### src/design/io_cmd_pkg.sv
//################################################
// io command package: SPI command codes, frame
// counters and the core identity byte
//################################################

package io_cmd_pkg;

	// one byte on the SPI bus
	typedef logic [7:0] cmd_t;

	// commands understood by the IO bridge
	typedef enum cmd_t {
		CMD_BUT_SW   = 8'h01,
		CMD_JOY0     = 8'h02,
		CMD_JOY1     = 8'h03,
		CMD_KBD      = 8'h05,
		CMD_CONF_STR = 8'h14,
		CMD_STATUS   = 8'h15
	} cmd_code_e;

	// bit position inside a byte, msb first on the wire
	typedef logic [2:0] bit_cnt_t;

	// byte index inside a transaction, sticks at 63
	typedef logic [5:0] byte_cnt_t;

	// transaction position as seen by the reply side
	typedef struct packed {
		cmd_t      cmd;
		byte_cnt_t byte_cnt;
		bit_cnt_t  bit_cnt;
	} spi_frame_t;

	// 8 bit core type, first byte of every reply
	localparam cmd_t CORE_TYPE = 8'hA4;

endpackage

### src/design/io_input_pkg.sv
//################################################
// io input package: joystick, panel, status and
// keyboard byte types
//################################################

package io_input_pkg;

	// direction and fire lines, one bit each
	typedef logic [5:0] joystick_t;

	// board switches and buttons
	// buttons sit in the low bits of the SPI byte
	typedef struct packed {
		logic [1:0] switches;
		logic [1:0] buttons;
	} panel_t;

	// core status word written by the IO controller
	typedef logic [7:0] status_t;

	// one PS/2 scan code byte
	typedef logic [7:0] kbd_byte_t;

endpackage

### src/design/spi_cmd_rx.sv
//################################################
// SPI command receiver: shifts MOSI, tracks bit and
// byte position, updates registers and key writes
//################################################

`timescale 1ns/10ps

module spi_cmd_rx (
	input  logic                    SPI_CLK,
	input  logic                    SPI_SS_IO,
	input  logic                    spi_mosi,
	output io_cmd_pkg::spi_frame_t  frame,
	output io_input_pkg::joystick_t joy0,
	output io_input_pkg::joystick_t joy1,
	output io_input_pkg::panel_t    panel,
	output io_input_pkg::status_t   status,
	output logic                    kbd_wr_valid,
	output io_input_pkg::kbd_byte_t kbd_wr_data
);

	import io_cmd_pkg::*;

	// first seven bits of the byte in flight
	logic [6:0] sbuf;
	// full byte, completed by the bit on the line right now
	logic [7:0] rx_byte;
	cmd_t       cmd;
	bit_cnt_t   bit_cnt;
	byte_cnt_t  byte_cnt;
	// eighth bit of a byte is being sampled in this edge
	logic       byte_done;
	// completed byte belongs to the payload
	logic       payload_done;

	assign rx_byte      = {sbuf, spi_mosi};
	assign byte_done    = (bit_cnt == 3'd7);
	assign payload_done = byte_done && (byte_cnt != '0);

	// shift register, no reset, framing comes from bit_cnt
	always_ff @(posedge SPI_CLK) begin
		sbuf <= rx_byte[6:0];
	end

	// position counters and command latch
	// deselect drops any partial byte
	always_ff @(posedge SPI_CLK or posedge SPI_SS_IO) begin
		if (SPI_SS_IO) begin
			bit_cnt  <= '0;
			byte_cnt <= '0;
			cmd      <= '0;
		end else begin
			bit_cnt <= bit_cnt + 3'd1;
			if (byte_done) begin
				// saturate so long reads stay past the string
				if (byte_cnt != '1)
					byte_cnt <= byte_cnt + 6'd1;
				// byte 0 is the command
				if (byte_cnt == '0)
					cmd <= rx_byte;
			end
		end
	end

	// target registers keep their value across deselect
	// each payload byte overwrites, last one wins
	always_ff @(posedge SPI_CLK) begin
		if (payload_done) begin
			case (cmd)
				CMD_BUT_SW: panel  <= rx_byte[3:0];
				CMD_JOY0:   joy0   <= rx_byte[5:0];
				CMD_JOY1:   joy1   <= rx_byte[5:0];
				CMD_STATUS: status <= rx_byte;
				default: ;
			endcase
		end
	end

	// key byte strobe, one SPI_CLK wide, taken by the fifo in this edge
	assign kbd_wr_valid = payload_done && (cmd == CMD_KBD);
	assign kbd_wr_data  = rx_byte;

	// position handed to the MISO side
	assign frame.cmd      = cmd;
	assign frame.byte_cnt = byte_cnt;
	assign frame.bit_cnt  = bit_cnt;

endmodule

### config.mk
export PLATFORM = sky130hd
export DESIGN_NAME = spi_cmd_rx
export DESIGN_NICKNAME = d
export VERILOG_FILES = /design/src/design/io_cmd_pkg.sv /design/src/design/io_input_pkg.sv /design/src/design/spi_cmd_rx.sv
export SDC_FILE = /design/constraint.sdc
export NUM_CORES = 1
export LEC_CHECK = 0
export ABC_AREA = 1
export BUFFER_PORTS_ARGS = -buffer_cell sky130_fd_sc_hd__buf_2
export CORE_MARGIN = 3
export CORE_UTILIZATION = 45
export DETAILED_ROUTE_END_ITERATION = 10
export HOLD_SLACK_MARGIN = 0.03
export MAX_ROUTING_LAYER = met4
export PLACE_DENSITY = 0.71
export REMOVE_ABC_BUFFERS = 1
export SLEW_MARGIN = 20
export SYNTH_ARGS = -nofsm -noshare
export SYNTH_HDL_FRONTEND = slang
export SYNTH_SLANG_ARGS = --single-unit
export TNS_END_PERCENT = 20
### constraint.sdc
create_clock -name SPI_CLK -period 1.98 [get_ports SPI_CLK]
set_input_delay 0 -clock SPI_CLK [delete_from_list [all_inputs] [get_ports SPI_CLK]]
set_output_delay 0 -clock SPI_CLK [all_outputs]
set_load 0.02 [all_outputs]
# After elaboration in Yosys (flattened, before gate mapping)
# Index checks and enable logic that the tools add are counted.
# word_totals
register_bits	48
in_bits	3
out_inout_bits	50
wordCells	28
# op_classes
n_addsub	2
eq_ne	7
n_reduce_logical	10
# op_table
operator	count
== test 8 x 2 -> 1 bit, second input constant	2
AND reduction 2 bit	6
== test 8 x 1 -> 1 bit, second input constant	1
== test 8 x 3 -> 1 bit, second input constant	1
== test 8 x 5 -> 1 bit, second input constant	1
adder 6 x 1 -> 6 bit, second input constant	1
zero test 6 bit	1
!= test 6 bit, second input constant	1
nonzero test 6 bit	1
adder 3 x 1 -> 3 bit, second input constant	1
== test 3 bit, second input constant	1
logical AND 1 bit	2

# Logic depth before layout (Yosys ltp)
# depth
word_depth	3
ltp_mapped	8
ltp_nobuf	8

# Least setup slack after synthesis
# Ideal clock, no wire load.
# synth_path
path_kind	register to register
start	register bit_cnt[0]
end	register status[0] (enable)
setup_time_ps	370
arrival_time_ps	1415
required_ps	1610
slack_ps	195
path_stages_with_launch	6
n_path_buf	1
synth_period_minus_slack_ps	1785
path_cell_list	dfrtp_1 -> ha_1 -> ha_1 -> buf_2 -> nand2_1 -> nor2_1
# synth_between
elab_chain_len	3
# synth_rtl
item	line_no	source
from (decl)	spi_cmd_rx.sv:28	bit_cnt_t bit_cnt;
from (signal assigned)	spi_cmd_rx.sv:52	bit_cnt <= bit_cnt + 3'd1;
== test 3 bit	spi_cmd_rx.sv:36	assign byte_done = (bit_cnt == 3'd7);
logical AND 1 bit	spi_cmd_rx.sv:37	assign payload_done = byte_done && (byte_cnt != '0);
AND reduction 2 bit (no source line)	-	
to (signal assigned)	spi_cmd_rx.sv:72	CMD_STATUS: status <= rx_byte;
to (decl)	spi_cmd_rx.sv:16	output io_input_pkg::status_t status,
# No other way between the ends.
# A chain may end at the register's enable or synchronous reset.

# Worst setup path in the final report
# layout_path
start	register bit_cnt[0]
end	register panel[3] in the netlist's numbering (enable)
# layout_between
elab_chain_len	3
# layout_rtl
item	line_no	source
== test 3 bit	spi_cmd_rx.sv:36	
logical AND 1 bit	spi_cmd_rx.sv:37	
AND reduction 2 bit (no source line)	-	
to (signal assigned)	spi_cmd_rx.sv:69	CMD_BUT_SW: panel <= rx_byte[3:0];
to (decl)	spi_cmd_rx.sv:15	output io_input_pkg::panel_t panel,
# No other way between the ends.

==> metrics.md <==
| Metric | Value |
|---|---|
| GRT Total Usage | 15.9% |
| CTS tree | yes |
| Synth Register Bits | 48 |
| Avg Cell Area, Syn | 12.5 µm² |
| Finished Cell Area | 2200 µm² |
| Register area share after synthesis | 74.1% |
| Die W | 68.1 µm |
| Mapped Area | 1740 µm² |
| Max-slew violations | 0 |
| Initial core utilization | 49.3% |
| Layout area overhead | 26.7% |
| Critical path peak fanout | 7 |
| Distinct cell type count after synthesis | 20 |
| CTS clk-pin slew, worst paths | 0.08 ns |
| Root Buffer | clkbuf_8 |
| Post-synthesis instance total | 139 |
| Die height | 68.1 µm |
| # Max-Cap Violations | 0 |
| Tcrit/Tclk final | 85.0% |
| Setup violators final | 0 |
| YS warnings | 0 |
| Routed WL per cell | 13.0 µm |
| Max Freq | 0.594 GHz |
| Initial antenna violation count | 0 |
| CORE AREA | 3520 µm² |
| CTS hold repair buffers | 2 |
| Post-synthesis mux area share | 0% |
| Clock Path Buffers | 2 |
| Post-CTS Setup Bufs | 0 |
| Commonest cells in the netlist | nand2_1, edfxtp_1, dfrtp_1 |
| Drt pass-1 iters | 4 |
| Diodes inserted | 0 |
| Hold Crit Class | input port to asynchronous set/reset pin |
| Final hold slack | 0.334 ns |
| Num CTS Buffers | 5 |
| Routed WL | 3.23 mm |
| Pleak | 1.01 nW |
| Main combinational cell family by area after synthesis | simple AND/OR/NAND/NOR gates |
| Critical Path AT | 1.66 ns |
| Worst slew pin tran | 0.643 ns |
| Share of flip-flops with an asynchronous set or reset | 35.4% |
| First-pass GRT wire length | 5.13 mm |
| Fin crit period | 1.68 ns |
| Sink Count | 48 |
| EDFF count, synth | 24 |
| Cell taking the most area after synthesis | edfxtp_1 |
| Compound-gate portion of the synthesized area | 0.288% |
| Share of cells above drive strength 1 | 35.0% |
| # DRC | 0 |
| Port bufs | 52 |
| Adder-cell share of the synthesized area | 2.88% |
| Critical path data required time | 1.95 ns |
| Num rows | 21 |
| Vias per inst | 4.68 |
| Synth top area cells | edfxtp_1, dfrtp_1, nand2_1 |
| Most common cell in the netlist | nand2_1 |
| Power, Total | 1.81 mW |
| PostCTS Resize Cnt | 0 |
| Final setup TNS | 0 ns |
| RSZ-0062 raised after global routing | no |
| Synth top area share | 41.5% |
| Synth Area in XOR/XNOR | 1.51% |
| Vias in the first global route | 1075 |
| GP Congestion | 0.797 |
| Final hold violation count | 0 |
| Pwr/cell area | 823 nW/µm² |
| Hpwl dp | 2.43 mm |
| Antenna Nets Post-Route | 0 |
| Slew margin rel. | 57.1% |
| Synth Flop Type | edfxtp_1 |
| Iter 0 DRT Violations | 24 |
| Boundary Pins | 53 |
| Crit. End Element | flip-flop |
| DR vias | 1166 |
| Nets | 209 |
| DIE AREA | 4640 µm² |
| Clk Latency, worst-skew pair | 0.29 ns |
| Max VDD drop | 450 µV |
| Simple-gate portion of the synthesized area | 18.1% |
| Largest net degree at the start of global routing | 18 |
| Status | finished, final reports clean |
| H-Tree Depth | 2 |
| Worst setup path category | flip-flop to flip-flop |
| Post-DP Area | 2070 µm² |
| Startpoint Class | flip-flop |
| GR Overflow Total | 0 |
| Clock Skews | 0.00308 ns |
stage by stage:
step / setup WS [ns] / utilization, % / instances
after floorplan: 0.148 / - / 137
after global placement: 0.368 / 58.8 / 239
after detailed placement: 0.293 / 58.8 / 239
after CTS: 0.286 / 62.4 / 249
after global routing: 0.174 / 62.4 / 249
final: 0.296 / 62.4 / 249
where the power goes:
part / switching (mW) / internal [mW] / total, mW
Combinational: 0.0448 / 0.0210 / 0.0658
Sequential: 0.0200 / 1.06 / 1.08
Clock: 0.287 / 0.374 / 0.661
Total: 0.352 / 1.46 / 1.81
state kept, by name, summed over array words and instances, names as in the netlist:
name	count
bit_cnt	3
byte_cnt	6
cmd	8
joy0	6
joy1	6
panel	4
sbuf	7
status	8
kinds of logic (layout without fill, tap and decap cells):
group	Yosys count	count (layout)
simple gates	70	70
flops	48	48
buf+inv	13	77
fa+ha+maj	4	4
xor+xnor	3	3
compound gates	1	1
area by class of cell:
| class | instances | area [µm²] |
|---|---|---|
| well taps | 46 | 57.6 |
| clock buffers | 6 | 72.6 |
| multi-input cells | 78 | 395 |
| repair buffers | 58 | 310 |
| flip-flops and latches | 48 | 1290 |
| fillers | 281 | 1320 |
| clock inverters | 2 | 35.0 |
| inverters | 11 | 41.3 |
cell usage in the layout, fill, tap and decap left out, types with 2 or more instances in the layout:
master	n
xnor2_1	2
nand2_1	43
buf_2	52
inv_2	2
nand3_1	8
edfxtp_1	24
clkbuf_8	5
dfrtp_1	17
dfxtp_1	7
inv_1	9
buf_4	4
ha_1	4
nor2_2	3
dlygate4sd3_1	2
nor2_1	11
worst max-delay path, stage by stage (launching register included):
cell	delay [ns]
dfrtp_1	0.38
ha_1	0.15
ha_1	0.35
nand3_1	0.19
nor2_1	0.29
metal layers:
metal	GRT usage [%]	up-vias	share of wire, %
li1	-	572	-
met3	4.43	6	7.3
met1	19.9	542	43
met4	5.96	0	1.4
met5	-	-	0
met2	24.5	46	49
worst paths after layout:
| kind | start | to | slack (ns) | cells past startpoint |
|---|---|---|---|---|
| worst min register to register | sbuf[5] | sbuf[6] | 0.39 | 0 |
| worst max register to register | bit_cnt[0] | panel[3] | 0.30 | 4 |
| min in group SPI_CLK | sbuf[5] | sbuf[6] | 0.39 | 0 |
| max in group asynchronous | SPI_SS_IO | cmd[0] | 1.23 | 3 |
| worst max-delay path | bit_cnt[0] | panel[3] | 0.30 | 4 |
| worst min-delay path | SPI_SS_IO | byte_cnt[4] | 0.33 | 3 |
Power figures use the tool's default switching activity.
