===== src/design/io_input_pkg.sv =====
//################################################
// io input package: joystick, panel, status and
// keyboard byte types
//################################################

package io_input_pkg;

	// direction and fire lines, one bit each
	typedef logic [5:0] joystick_t;

	// board switches and buttons
	// buttons sit in the low bits of the SPI byte
	typedef struct packed {
		logic [1:0] switches;
		logic [1:0] buttons;
	} panel_t;

	// core status word written by the IO controller
	typedef logic [7:0] status_t;

	// one PS/2 scan code byte
	typedef logic [7:0] kbd_byte_t;

endpackage


===== src/design/ps2_tx.sv =====
//################################################
// PS/2 device frame serializer, 11 bit frames with
// a PS/2 clock gated from clk
//################################################

`timescale 1ns/10ps

module ps2_tx (
	input  logic                    clk,
	input  logic                    core_reset,
	input  logic                    kbd_valid,
	input  io_input_pkg::kbd_byte_t kbd_data,
	output logic                    kbd_ready,
	output logic                    ps2_clk,
	output logic                    ps2_data
);

	import io_input_pkg::*;

	// state names the bit that is on the line
	typedef enum logic [2:0] {
		ST_IDLE,
		ST_START,
		ST_DATA,
		ST_PARITY,
		ST_STOP
	} tx_state_e;

	tx_state_e  state;
	// remaining data bits, lsb goes out next
	kbd_byte_t  tx_byte;
	// odd parity, running xor seeded with 1
	logic       parity;
	// data bit on the line, 0 to 7
	logic [2:0] bit_idx;
	logic       accept;

	assign kbd_ready = (state == ST_IDLE);
	assign accept    = kbd_valid && kbd_ready;

	always_ff @(posedge clk) begin
		if (core_reset) begin
			state    <= ST_IDLE;
			ps2_data <= 1'b1;
			parity   <= 1'b1;
			bit_idx  <= '0;
		end else begin
			case (state)
				ST_IDLE: begin
					if (accept) begin
						// start bit
						ps2_data <= 1'b0;
						parity   <= 1'b1;
						state    <= ST_START;
					end
				end
				ST_START: begin
					ps2_data <= tx_byte[0];
					parity   <= parity ^ tx_byte[0];
					bit_idx  <= '0;
					state    <= ST_DATA;
				end
				ST_DATA: begin
					if (bit_idx == 3'd7) begin
						ps2_data <= parity;
						state    <= ST_PARITY;
					end else begin
						ps2_data <= tx_byte[0];
						parity   <= parity ^ tx_byte[0];
						bit_idx  <= bit_idx + 3'd1;
					end
				end
				ST_PARITY: begin
					// stop bit
					ps2_data <= 1'b1;
					state    <= ST_STOP;
				end
				default: begin
					// stop bit done, next byte may come in the next cycle
					state <= ST_IDLE;
				end
			endcase
		end
	end

	// data shifter, loaded on accept and shifted as bits leave
	always_ff @(posedge clk) begin
		if (accept)
			tx_byte <= kbd_data;
		else if (state == ST_START || state == ST_DATA)
			tx_byte <= tx_byte >> 1;
	end

	// clock runs only while a frame is on the line
	assign ps2_clk = clk | (state == ST_IDLE);

endmodule


===== config.mk =====
export PLATFORM = sky130hd
export DESIGN_NAME = ps2_tx
export DESIGN_NICKNAME = d
export VERILOG_FILES = /design/src/design/io_input_pkg.sv /design/src/design/ps2_tx.sv
export SDC_FILE = /design/constraint.sdc
export NUM_CORES = 1
export LEC_CHECK = 0
export BUFFER_PORTS_ARGS = -buffer_cell sky130_fd_sc_hd__buf_2
export CORE_MARGIN = 2
export CORE_UTILIZATION = 45
export DETAILED_ROUTE_END_ITERATION = 16
export GPL_TIMING_DRIVEN = 0
export PLACE_DENSITY_LB_ADDON = 0.2
export SYNTH_ARGS = -nofsm -noshare
export SYNTH_HDL_FRONTEND = slang
export SYNTH_SLANG_ARGS = --single-unit

===== constraint.sdc =====
create_clock -name clk -period 2.64 [get_ports clk]
set_clock_uncertainty 0.15 [all_clocks]
set_input_delay 0.528 -clock clk [delete_from_list [all_inputs] [get_ports clk]]
set_output_delay 0.528 -clock clk [all_outputs]
set_load 0.03 [all_outputs]

; ---- Yosys cells after proc, flatten, opt, wreduce, memory -nomap -nowiden
; Index checks and enable logic that the tools add are counted.
[word_totals]
register_bits = 16
output_inout_bits = 3
[op_classes]
addsub = 1
eq_ne = 7
mux = 13
n_bitwise = 2
n_reduce_logical = 11
[ops]
columns = operator, n
row1 = 8-bit 2-to-1 mux, 2
row2 = 3-bit one-hot mux with 4 select lines, 1
row3 = 3-bit 2-to-1 mux, 3
row4 = 3-bit by 2-bit equality test with 1-bit output (second input constant), 2
row5 = 3-bit one-hot mux with 2 select lines, 1
row6 = 2-bit AND reduction, 3
row7 = 1-bit 2-to-1 mux, 4
row8 = 2-bit inequality test (second input constant), 2
row9 = 1-bit one-hot mux with 4 select lines, 1
row10 = 2-bit nonzero test, 2
row11 = 4-bit nonzero test, 1
row12 = 3-bit by 1-bit adder with 3-bit output (second input constant), 1
row13 = 3-bit by 1-bit equality test with 1-bit output (second input constant), 1
row14 = 3-bit equality test (second input constant), 1
row15 = 3-bit zero test, 1
row16 = 1-bit one-hot mux with 3 select lines, 1
row17 = 3-bit AND reduction, 1
row18 = 3-bit nonzero test, 1
row19 = 2-bit by 1-bit inequality test with 1-bit output (second input constant), 1
row20 = 1-bit logical AND, 1
row21 = 1-bit logical OR, 1
row22 = 1-bit bitwise OR, 1
row23 = 1-bit XOR, 1

; ---- Depth between registers and ports, before layout
; Gate-level depths: netlist of the first run.
[depth]
word_depth = 4
depth_mapped = 5
depth_no_buf = 5

==> results of run 1 <==
[registers in the layout (all words and copies together) (netlist names)]
| name | count |
|---|---|
| tx_byte | 8 |
| bit_idx | 3 |
| state | 3 |
| parity | 1 |
| ps2_data | 1 |
[power groups by stage]
stage	Sequential [mW]	Clock, mW	Combinational, mW
2_1_floorplan	0.320	0.0177	0.0762
3_3_place_gp	0.319	0.0216	0.104
3_5_place_dp	0.321	0.0216	0.107
4_1_cts	0.315	0.239	0.107
5_1_grt	0.320	0.254	0.117
6_report	0.315	0.228	0.106
[kinds of logic after synthesis]
kind of cell / count (synthesis) / share of synthesized area
AO/OA/AOI/OAI: 13 / 0.126
XOR/XNOR: 1 / 0.0114
adder cells (fa/ha/maj): 2 / 0.0327
buffers and inverters: 6 / 0.0294
flip-flops: 16 / 0.523
multiplexers: 7 / 0.103
AND/OR/NAND/NOR: 22 / 0.175
[worst max-delay path, delay by kind of cell]
kind | cells | cell delay, ns
buffers and inverters | 3 | 0.36
and+or+nand+nor | 1 | 0.24
[layout by cell type, fill, tap and decap left out, types with 2 or more instances in the layout]
cell,n
buf_2,12
dfxtp_1,8
edfxtp_1,8
mux2_2,7
clkbuf_4,6
nor3_1,5
nand2_1,5
clkbuf_1,3
inv_1,3
a21oi_1,3
o2bb2ai_1,3
nand2b_1,2
or4b_1,2
ha_1,2
[area by class of cell]
class	instances	area, um2	share of cell area
Sequential cell	16	400	0.441
Multi-Input combinational cell	45	345	0.380
Clock buffer	8	60.1	0.0661
Timing Repair Buffer	12	60.1	0.0661
Tap cell	16	20.0	0.0220
Buffer	3	11.3	0.0124
Inverter	3	11.3	0.0124
[how the worst max path moves through the flow]
stage | end | cells past startpoint | from
global placement | ps2_clk | 2 | clk
global route | ps2_clk | 4 | clk
floorplan | ps2_clk | 1 | clk
finish | ps2_clk | 4 | clk
detailed placement | ps2_clk | 2 | clk
CTS | ps2_clk | 4 | clk
[layer usage]
metal / track usage / vias to the layer above / wire, um
met3: 0.0640 / 0 / 43
li1: - / 292 / -
met4: 0.0706 / 0 / 0
met2: 0.246 / 9 / 629
met5: 0 / - / 0
met1: 0.208 / 261 / 673
[stage by stage]
stage | power [mW] | utilization | setup WS, ns
5_1_grt | 0.692 | 0.583 | 0.0307
3_5_place_dp | 0.449 | 0.546 | 0.203
2_1_floorplan | 0.414 | - | 0.276
6_report | 0.649 | 0.583 | 0.0469
3_3_place_gp | 0.445 | 0.546 | 0.203
4_1_cts | 0.661 | 0.583 | 0.0311
==> results.md, run 1 <==
* **final instance area** 908 um2
* **placed cell count** 96
* **final WL** 1.35 mm
* **peak ir drop on the vdd network** 0.410 mV
* **power per unit of standard cell area** 715 nW/um2
* **result of the run** finished, final reports clean
* **largest cells by area after synthesis** edfxtp_1 (31%), dfxtp_1 (21%), mux2_2 (10%)
* **global-route usage over all layers** 0.163
* **number of nets produced by synthesis** 80
* **Min-Delay Path Depth** 2
* **total placed instance area** 851 um2
* **antenna violations before repair** 0
* **total negative slack for setup checks** 0 ns
* **number of cell rows** 14
* **Crit. End Element** primary output
* **clock tree from TritonCTS** built
* **number of max-slew violations in the final report** 0
* **signal arrival time at the worst endpoint** 1.92 ns
* **vias in the first global route** 552
* **startpoint class of the critical path** clock port
* **reg2reg end** tx_byte[4]
* **Starting DRT DRC Count** 8
* **Final Setup Violations** 0
* **fraction of power consumed by combinational cells** 0.164
* **Yosys warning count** 0
* **fraction of layout instances using a drive strength above 1** 0.322
* **effective utilization at floorplan** 0.491
* **Die X** 45.3 um
* **global-route wire length before repair** 2.31 mm
* **worst slack on hold paths** 0.227 ns
* **RD Place Congestion** 0.818
* **fillers** 140
* **worst-path maximum fanout** 2
* **number of failing hold endpoints at the final stage** 0
* **slew of the pin with the lowest slew margin** 1.12 ns
* **max-cap violation count** 0
* **post-synthesis cell type count** 29
* **static leakage** 0.358 nW
* **post-CTS setup-driven buffer insertion count** 0
* **cell chain of the critical path** clkbuf_4, clkbuf_4, or2_4, buf_6
* **fraction of post-synthesis cell area in the top cell type by area** 0.314
* **most frequent cells after synthesis** dfxtp_1 (8), edfxtp_1 (8), mux2_2 (7)
* **total overflow reported by the global router** 0
* **post-route DRC violation count** 0
* **number of placed I/O pins** 14
* **latest clock arrival within the worst-skew pair** 0.39 ns
* **Syn Inst Count** 67
* **R2R cell count** 3
* **Sw Pwr** 0.172 mW
* **HP Start** core_reset
* **Core Box Area** 1560 um2
* **clock transition at the registers of the reported paths** 0.09 ns
* **part of the total power dissipated in the clock network** 0.351
* **area overhead of the layout relative to synthesis** 18.6%
* **cell internal pwr** 0.477 mW
* **Synth area leader** edfxtp_1
* **Routed Antenna Nets** 0
* **Hold Path Sink** state[2]
* **Max stage delay on crit path** 0.24 ns
* **share of the yosys chip area belonging to registers** 0.523
* **pin count of the biggest net entering global routing** 11
* **worst max-slew margin expressed relative to the limit** 0.250
* **post-route insts no fill** 103
* **Vias per Instance** 5.46
* **CP required** 1.96 ns
* **first-pass detailed-route iteration total** 4
* **synthesized flop and latch total** 16
* **cts hold-fix bufs** 0
* **estimated wirelength of the detail-placed design** 966 um
* **Post-Synthesis Mean Instance Area** 11.4 um2
* **number of resized instances in the post-cts repair step** 3
* **number of diodes added for antenna fixing** 0
* **number of enable flip-flop cells after synthesis** 8
* **reg-to-reg slack, setup** 0.29 ns
* **Worst Hold Class** input pin to flop
* **setup repair after global routing missed its margin** false
* **launch point of the worst reg-to-reg path** state[0]
* **Netlist Area Pre-Place** 766 um2
* **wire length per cell after detailed routing** 13.1 um
* **area of the die** 2050 um2
* **count of input and output buffers** 13
* **slowest stage cell on the critical path** or2_4
* **Switching Fraction** 0.265
* **Net count, final** 101
* **Die Y-Extent** 45.3 um
* **Crit path top cell by count** clkbuf_4
* **share of flip-flops with an asynchronous set or reset after synthesis** 0
* **Flop pwr share** 0.485
* **ys flop type** edfxtp_1
* **vias** 562
* **kind of critical path** clock port to primary output
No activity file was read; power rests on OpenSTA's default activity.
==> run 2, diff against run 1 <==
Settings changed: GPL_ROUTABILITY_DRIVEN from default to 0.
Clock period 2.64 ns to 3.1 ns, I/O delays scaled along.
==> results.md, run 2 (synthesis gave the netlist of run 1 again) <==
* **antenna violations before repair** 0
* **Starting DRT DRC Count** 6
* **pin count of the biggest net entering global routing** 11
* **number of resized instances in the post-cts repair step** 0
* **worst max-slew margin expressed relative to the limit** 0.270
* **latest clock arrival within the worst-skew pair** 0.39 ns
* **startpoint class of the critical path** clock port
* **vias in the first global route** 548
* **Die X** 45.3 um
* **result of the run** finished, final reports clean
* **power per unit of standard cell area** 603 nW/um2
* **number of placed I/O pins** 14
* **Net count, final** 101
* **Final Setup Violations** 0
* **fillers** 138
* **clock tree from TritonCTS** built
* **number of cell rows** 14
* **Vias per Instance** 5.45
* **global-route wire length before repair** 2.26 mm
* **slew of the pin with the lowest slew margin** 1.09 ns
* **global-route usage over all layers** 0.159
* **wire length per cell after detailed routing** 12.7 um
* **worst-path maximum fanout** 2
* **max-cap violation count** 0
* **total overflow reported by the global router** 0
* **post-CTS setup-driven buffer insertion count** 0
* **CP required** 2.33 ns
* **signal arrival time at the worst endpoint** 2.24 ns
* **number of max-slew violations in the final report** 0
* **final WL** 1.31 mm
* **Worst Hold Class** flop to flop
* **setup repair after global routing missed its margin** false
* **effective utilization at floorplan** 0.491
* **Core Box Area** 1560 um2
* **flip-flop and latch area** 400 um2
* **cts hold-fix bufs** 0
* **worst slack on hold paths** 0.307 ns
* **leading cell types in the layout, fill and taps excluded** buf_2 (13), dfxtp_1 (8), edfxtp_1 (8), mux2_2 (7), clkbuf_4 (6)
* **Routed Antenna Nets** 0
* **clock transition at the registers of the reported paths** 0.09 ns
* **fraction of layout instances using a drive strength above 1** 0.322
* **count of input and output buffers** 13
* **first-pass detailed-route iteration total** 4
* **static leakage** 0.353 nW
* **Largest Register** tx_byte
* **number of flip-flops in the largest register** 8
* **Crit. End Element** primary output
* **vias** 561
* **area overhead of the layout relative to synthesis** 17.5%
* **Die Y-Extent** 45.3 um
* **area of the multi-input gates** 343 um2
* **number of failing hold endpoints at the final stage** 0
* **total negative slack for setup checks** 0 ns
* **most common cell after layout, fill and taps aside** buf_2
* **area of the die** 2050 um2
* **post-route DRC violation count** 0
* **peak ir drop on the vdd network** 0.351 mV
* **number of diodes added for antenna fixing** 0
* **estimated wirelength of the detail-placed design** 966 um
* **kind of critical path** clock port to primary output
* **Top Registers** tx_byte: 8 flops, bit_idx: 3 flops, state: 3 flops
## run 2: cell counts in the layout (fill, tap and decap cells not counted)
Identical to the previous run, type by type.
## run 2: final cells by class
class | count | share of cell area
timing repair buffer | 12 | 0.0668
buffer | 3 | 0.0125
sequential | 16 | 0.445
clock buffer | 8 | 0.0598
inverter | 3 | 0.0125
tap | 16 | 0.0223
multi-input combinational | 45 | 0.381
## run 2: per-stage QoR
step                 util  worst slack (ns)  power, mW  area, um2  cells
floorplan               -             0.414      0.352        766     67
global placement    0.546             0.341      0.379        851     96
detailed placement  0.546             0.341      0.383        851     96
CTS                 0.577            0.0882      0.552        900    103
global route        0.577            0.0786      0.578        900    103
finish              0.577            0.0948      0.542        900    103
## run 2: worst paths after layout
kind	end	cells past startpoint	start	slack, ns
worst min-delay path	bit_idx[1]	2	bit_idx[1]	0.31
worst max-delay path	ps2_clk	4	clk	0.09
worst max register to register	tx_byte[4]	3	state[0]	0.76
worst min register to register	bit_idx[1]	2	bit_idx[1]	0.31
## run 2: power breakdown
group	switching [mW]	internal, mW	total, mW
Sequential	0.0117	0.256	0.268
Clock	0.0857	0.0986	0.184
Combinational	0.0472	0.0426	0.0897
## run 2: routing by layer
| metal | vias up | track usage | wire length [um] |
|---|---|---|---|
| met5 | - | 0 | 0 |
| li1 | 289 | - | - |
| met2 | 13 | 0.231 | 609 |
| met3 | 0 | 0.0640 | 54 |
| met4 | 0 | 0.0765 | 0 |
| met1 | 259 | 0.205 | 644 |
## run 2: worst max-delay path, stage by stage
cell and delay (ns):
clkbuf_4 0.11, clkbuf_4 0.12, or2_2 0.28, buf_2 0.18
==> run 3, diff against run 2 <==
Settings changed: PLACE_DENSITY from default to 0.73, PLACE_DENSITY_LB_ADDON 0.2 to default, SETUP_SLACK_MARGIN from default to 0.4.
==> results.md, run 3 (synthesis gave the netlist of run 1 again) <==
* **effective utilization at floorplan** 0.491
* **setup repair after global routing missed its margin** true
* **Starting DRT DRC Count** 10
* **result of the run** finished, final reports clean
* **startpoint class of the critical path** clock port
* **clock transition at the registers of the reported paths** 0.10 ns
* **static leakage** 0.364 nW
* **Hold Path Sink** state[1]
* **Top Registers** tx_byte: 8 flops, bit_idx: 3 flops, state: 3 flops
* **Switching Fraction** 0.265
* **Worst Hold Class** input pin to flop
* **Die Y-Extent** 45.3 um
* **area of the die** 2050 um2
* **Crit. End Element** primary output
* **total overflow reported by the global router** 0
* **worst-path maximum fanout** 2
* **Routed Antenna Nets** 0
* **HP Start** core_reset
* **clock tree from TritonCTS** built
* **R2R cell count** 3
* **number of placed I/O pins** 14
* **area overhead of the layout relative to synthesis** 20.6%
* **vias** 605
* **part of the total power dissipated in the clock network** 0.402
* **Sw Pwr** 0.159 mW
* **signal arrival time at the worst endpoint** 2.11 ns
* **final WL** 1.47 mm
* **max-cap violation count** 0
* **cell internal pwr** 0.442 mW
* **total negative slack for setup checks** 0 ns
* **most common cell after layout, fill and taps aside** buf_2
* **antenna violations before repair** 0
* **pre-CTS worst setup slack** 0.341 ns
* **global-route usage over all layers** 0.181
* **CP required** 2.33 ns
* **number of diodes added for antenna fixing** 0
* **crit path setup slack, layout** 0.216 ns
* **Max stage delay on crit path** 0.23 ns
* **Core Box Area** 1560 um2
* **vias in the first global route** 566
* **power per unit of standard cell area** 652 nW/um2
* **cts hold-fix bufs** 0
* **first-pass detailed-route iteration total** 4
* **Largest Register** tx_byte
* **fraction of layout instances using a drive strength above 1** 0.322
* **wire length per cell after detailed routing** 14.3 um
* **total placed instance area** 851 um2
* **number of cell rows** 14
* **post-route DRC violation count** 0
* **Min-Delay Path Depth** 2
* **fraction of power consumed by combinational cells** 0.151
* **Flop pwr share** 0.447
* **slew of the pin with the lowest slew margin** 1.15 ns
* **reg2reg end** tx_byte[3]
* **number of flip-flops in the largest register** 8
* **global-route wire length before repair** 2.48 mm
* **count of input and output buffers** 13
* **Final Setup Violations** 0
* **Net count, final** 101
* **worst slack on hold paths** 0.287 ns
* **final instance area** 923 um2
* **Die X** 45.3 um
* **cell chain of the critical path** buf_8, buf_8, or2_4, buf_6
* **peak ir drop on the vdd network** 0.414 mV
* **kind of critical path** clock port to primary output
* **worst max-slew margin expressed relative to the limit** 0.233
* **number of failing hold endpoints at the final stage** 0
* **Crit path top cell by count** buf_8
* **latest clock arrival within the worst-skew pair** 0.40 ns
* **number of max-slew violations in the final report** 0
* **launch point of the worst reg-to-reg path** state[0]
* **reg-to-reg slack, setup** 0.71 ns
* **estimated wirelength of the detail-placed design** 1.05 mm
* **pin count of the biggest net entering global routing** 11
* **slowest stage cell on the critical path** or2_4
* **Vias per Instance** 5.87
* **leading cell types in the layout, fill and taps excluded** buf_2 (12), dfxtp_1 (8), edfxtp_1 (8), mux2_2 (7)
[run 3: critical path: cells and delay by family]
family | cells | cell delay, ns
simple gates | 1 | 0.23
buf+inv | 3 | 0.32
[run 3: timing repair]
action,4_1_cts,5_1_grt
setup endpoints to repair,1,1
cloned,0,0
resized for setup,5,2
pin swaps,1,1
setup buffers,0,0
[run 3: area by class of cell]
class / count / area, um2
multi-input cells: 45 / 345
flip-flops and latches: 16 / 400
well taps: 16 / 20.0
clock buffers: 7 / 71.3
repair buffers: 12 / 60.1
plain buffers: 3 / 11.3
inverters: 3 / 11.3
clock inverters: 1 / 3.75
fillers: 143 / 636
[run 3: stage by stage]
| stage | utilization | total power [mW] | cells |
|---|---|---|---|
| finish | 0.592 | 0.602 | 103 |
| global route | 0.592 | 0.633 | 103 |
| CTS | 0.591 | 0.594 | 103 |
| detailed placement | 0.546 | 0.384 | 96 |
| global placement | 0.546 | 0.377 | 96 |
| floorplan | - | 0.352 | 67 |
[run 3: worst max-delay path by stage]
stage,from,end,slack (ns),cells past startpoint
global route,clk,ps2_clk,0.21,4
finish,clk,ps2_clk,0.22,4
global placement,clk,ps2_clk,0.34,2
CTS,clk,ps2_clk,0.20,4
detailed placement,clk,ps2_clk,0.34,2
floorplan,clk,ps2_clk,0.41,1
[run 3: power by group through the flow]
| stage | Sequential [mW] | Clock (mW) | Combinational [mW] |
|---|---|---|---|
| 2_1_floorplan | 0.272 | 0.0151 | 0.0649 |
| 3_3_place_gp | 0.271 | 0.0184 | 0.0875 |
| 3_5_place_dp | 0.274 | 0.0184 | 0.0915 |
| 4_1_cts | 0.269 | 0.233 | 0.0918 |
| 5_1_grt | 0.273 | 0.259 | 0.101 |
| 6_report | 0.269 | 0.242 | 0.0906 |
[run 3: layer usage]
| metal | part of all wire | global-route usage | up-vias |
|---|---|---|---|
| li1 | - | - | 289 |
| met1 | 0.43 | 0.202 | 290 |
| met2 | 0.48 | 0.277 | 22 |
| met3 | 0.064 | 0.0960 | 4 |
| met4 | 0.018 | 0.0941 | 0 |
| met5 | 0 | 0 | - |
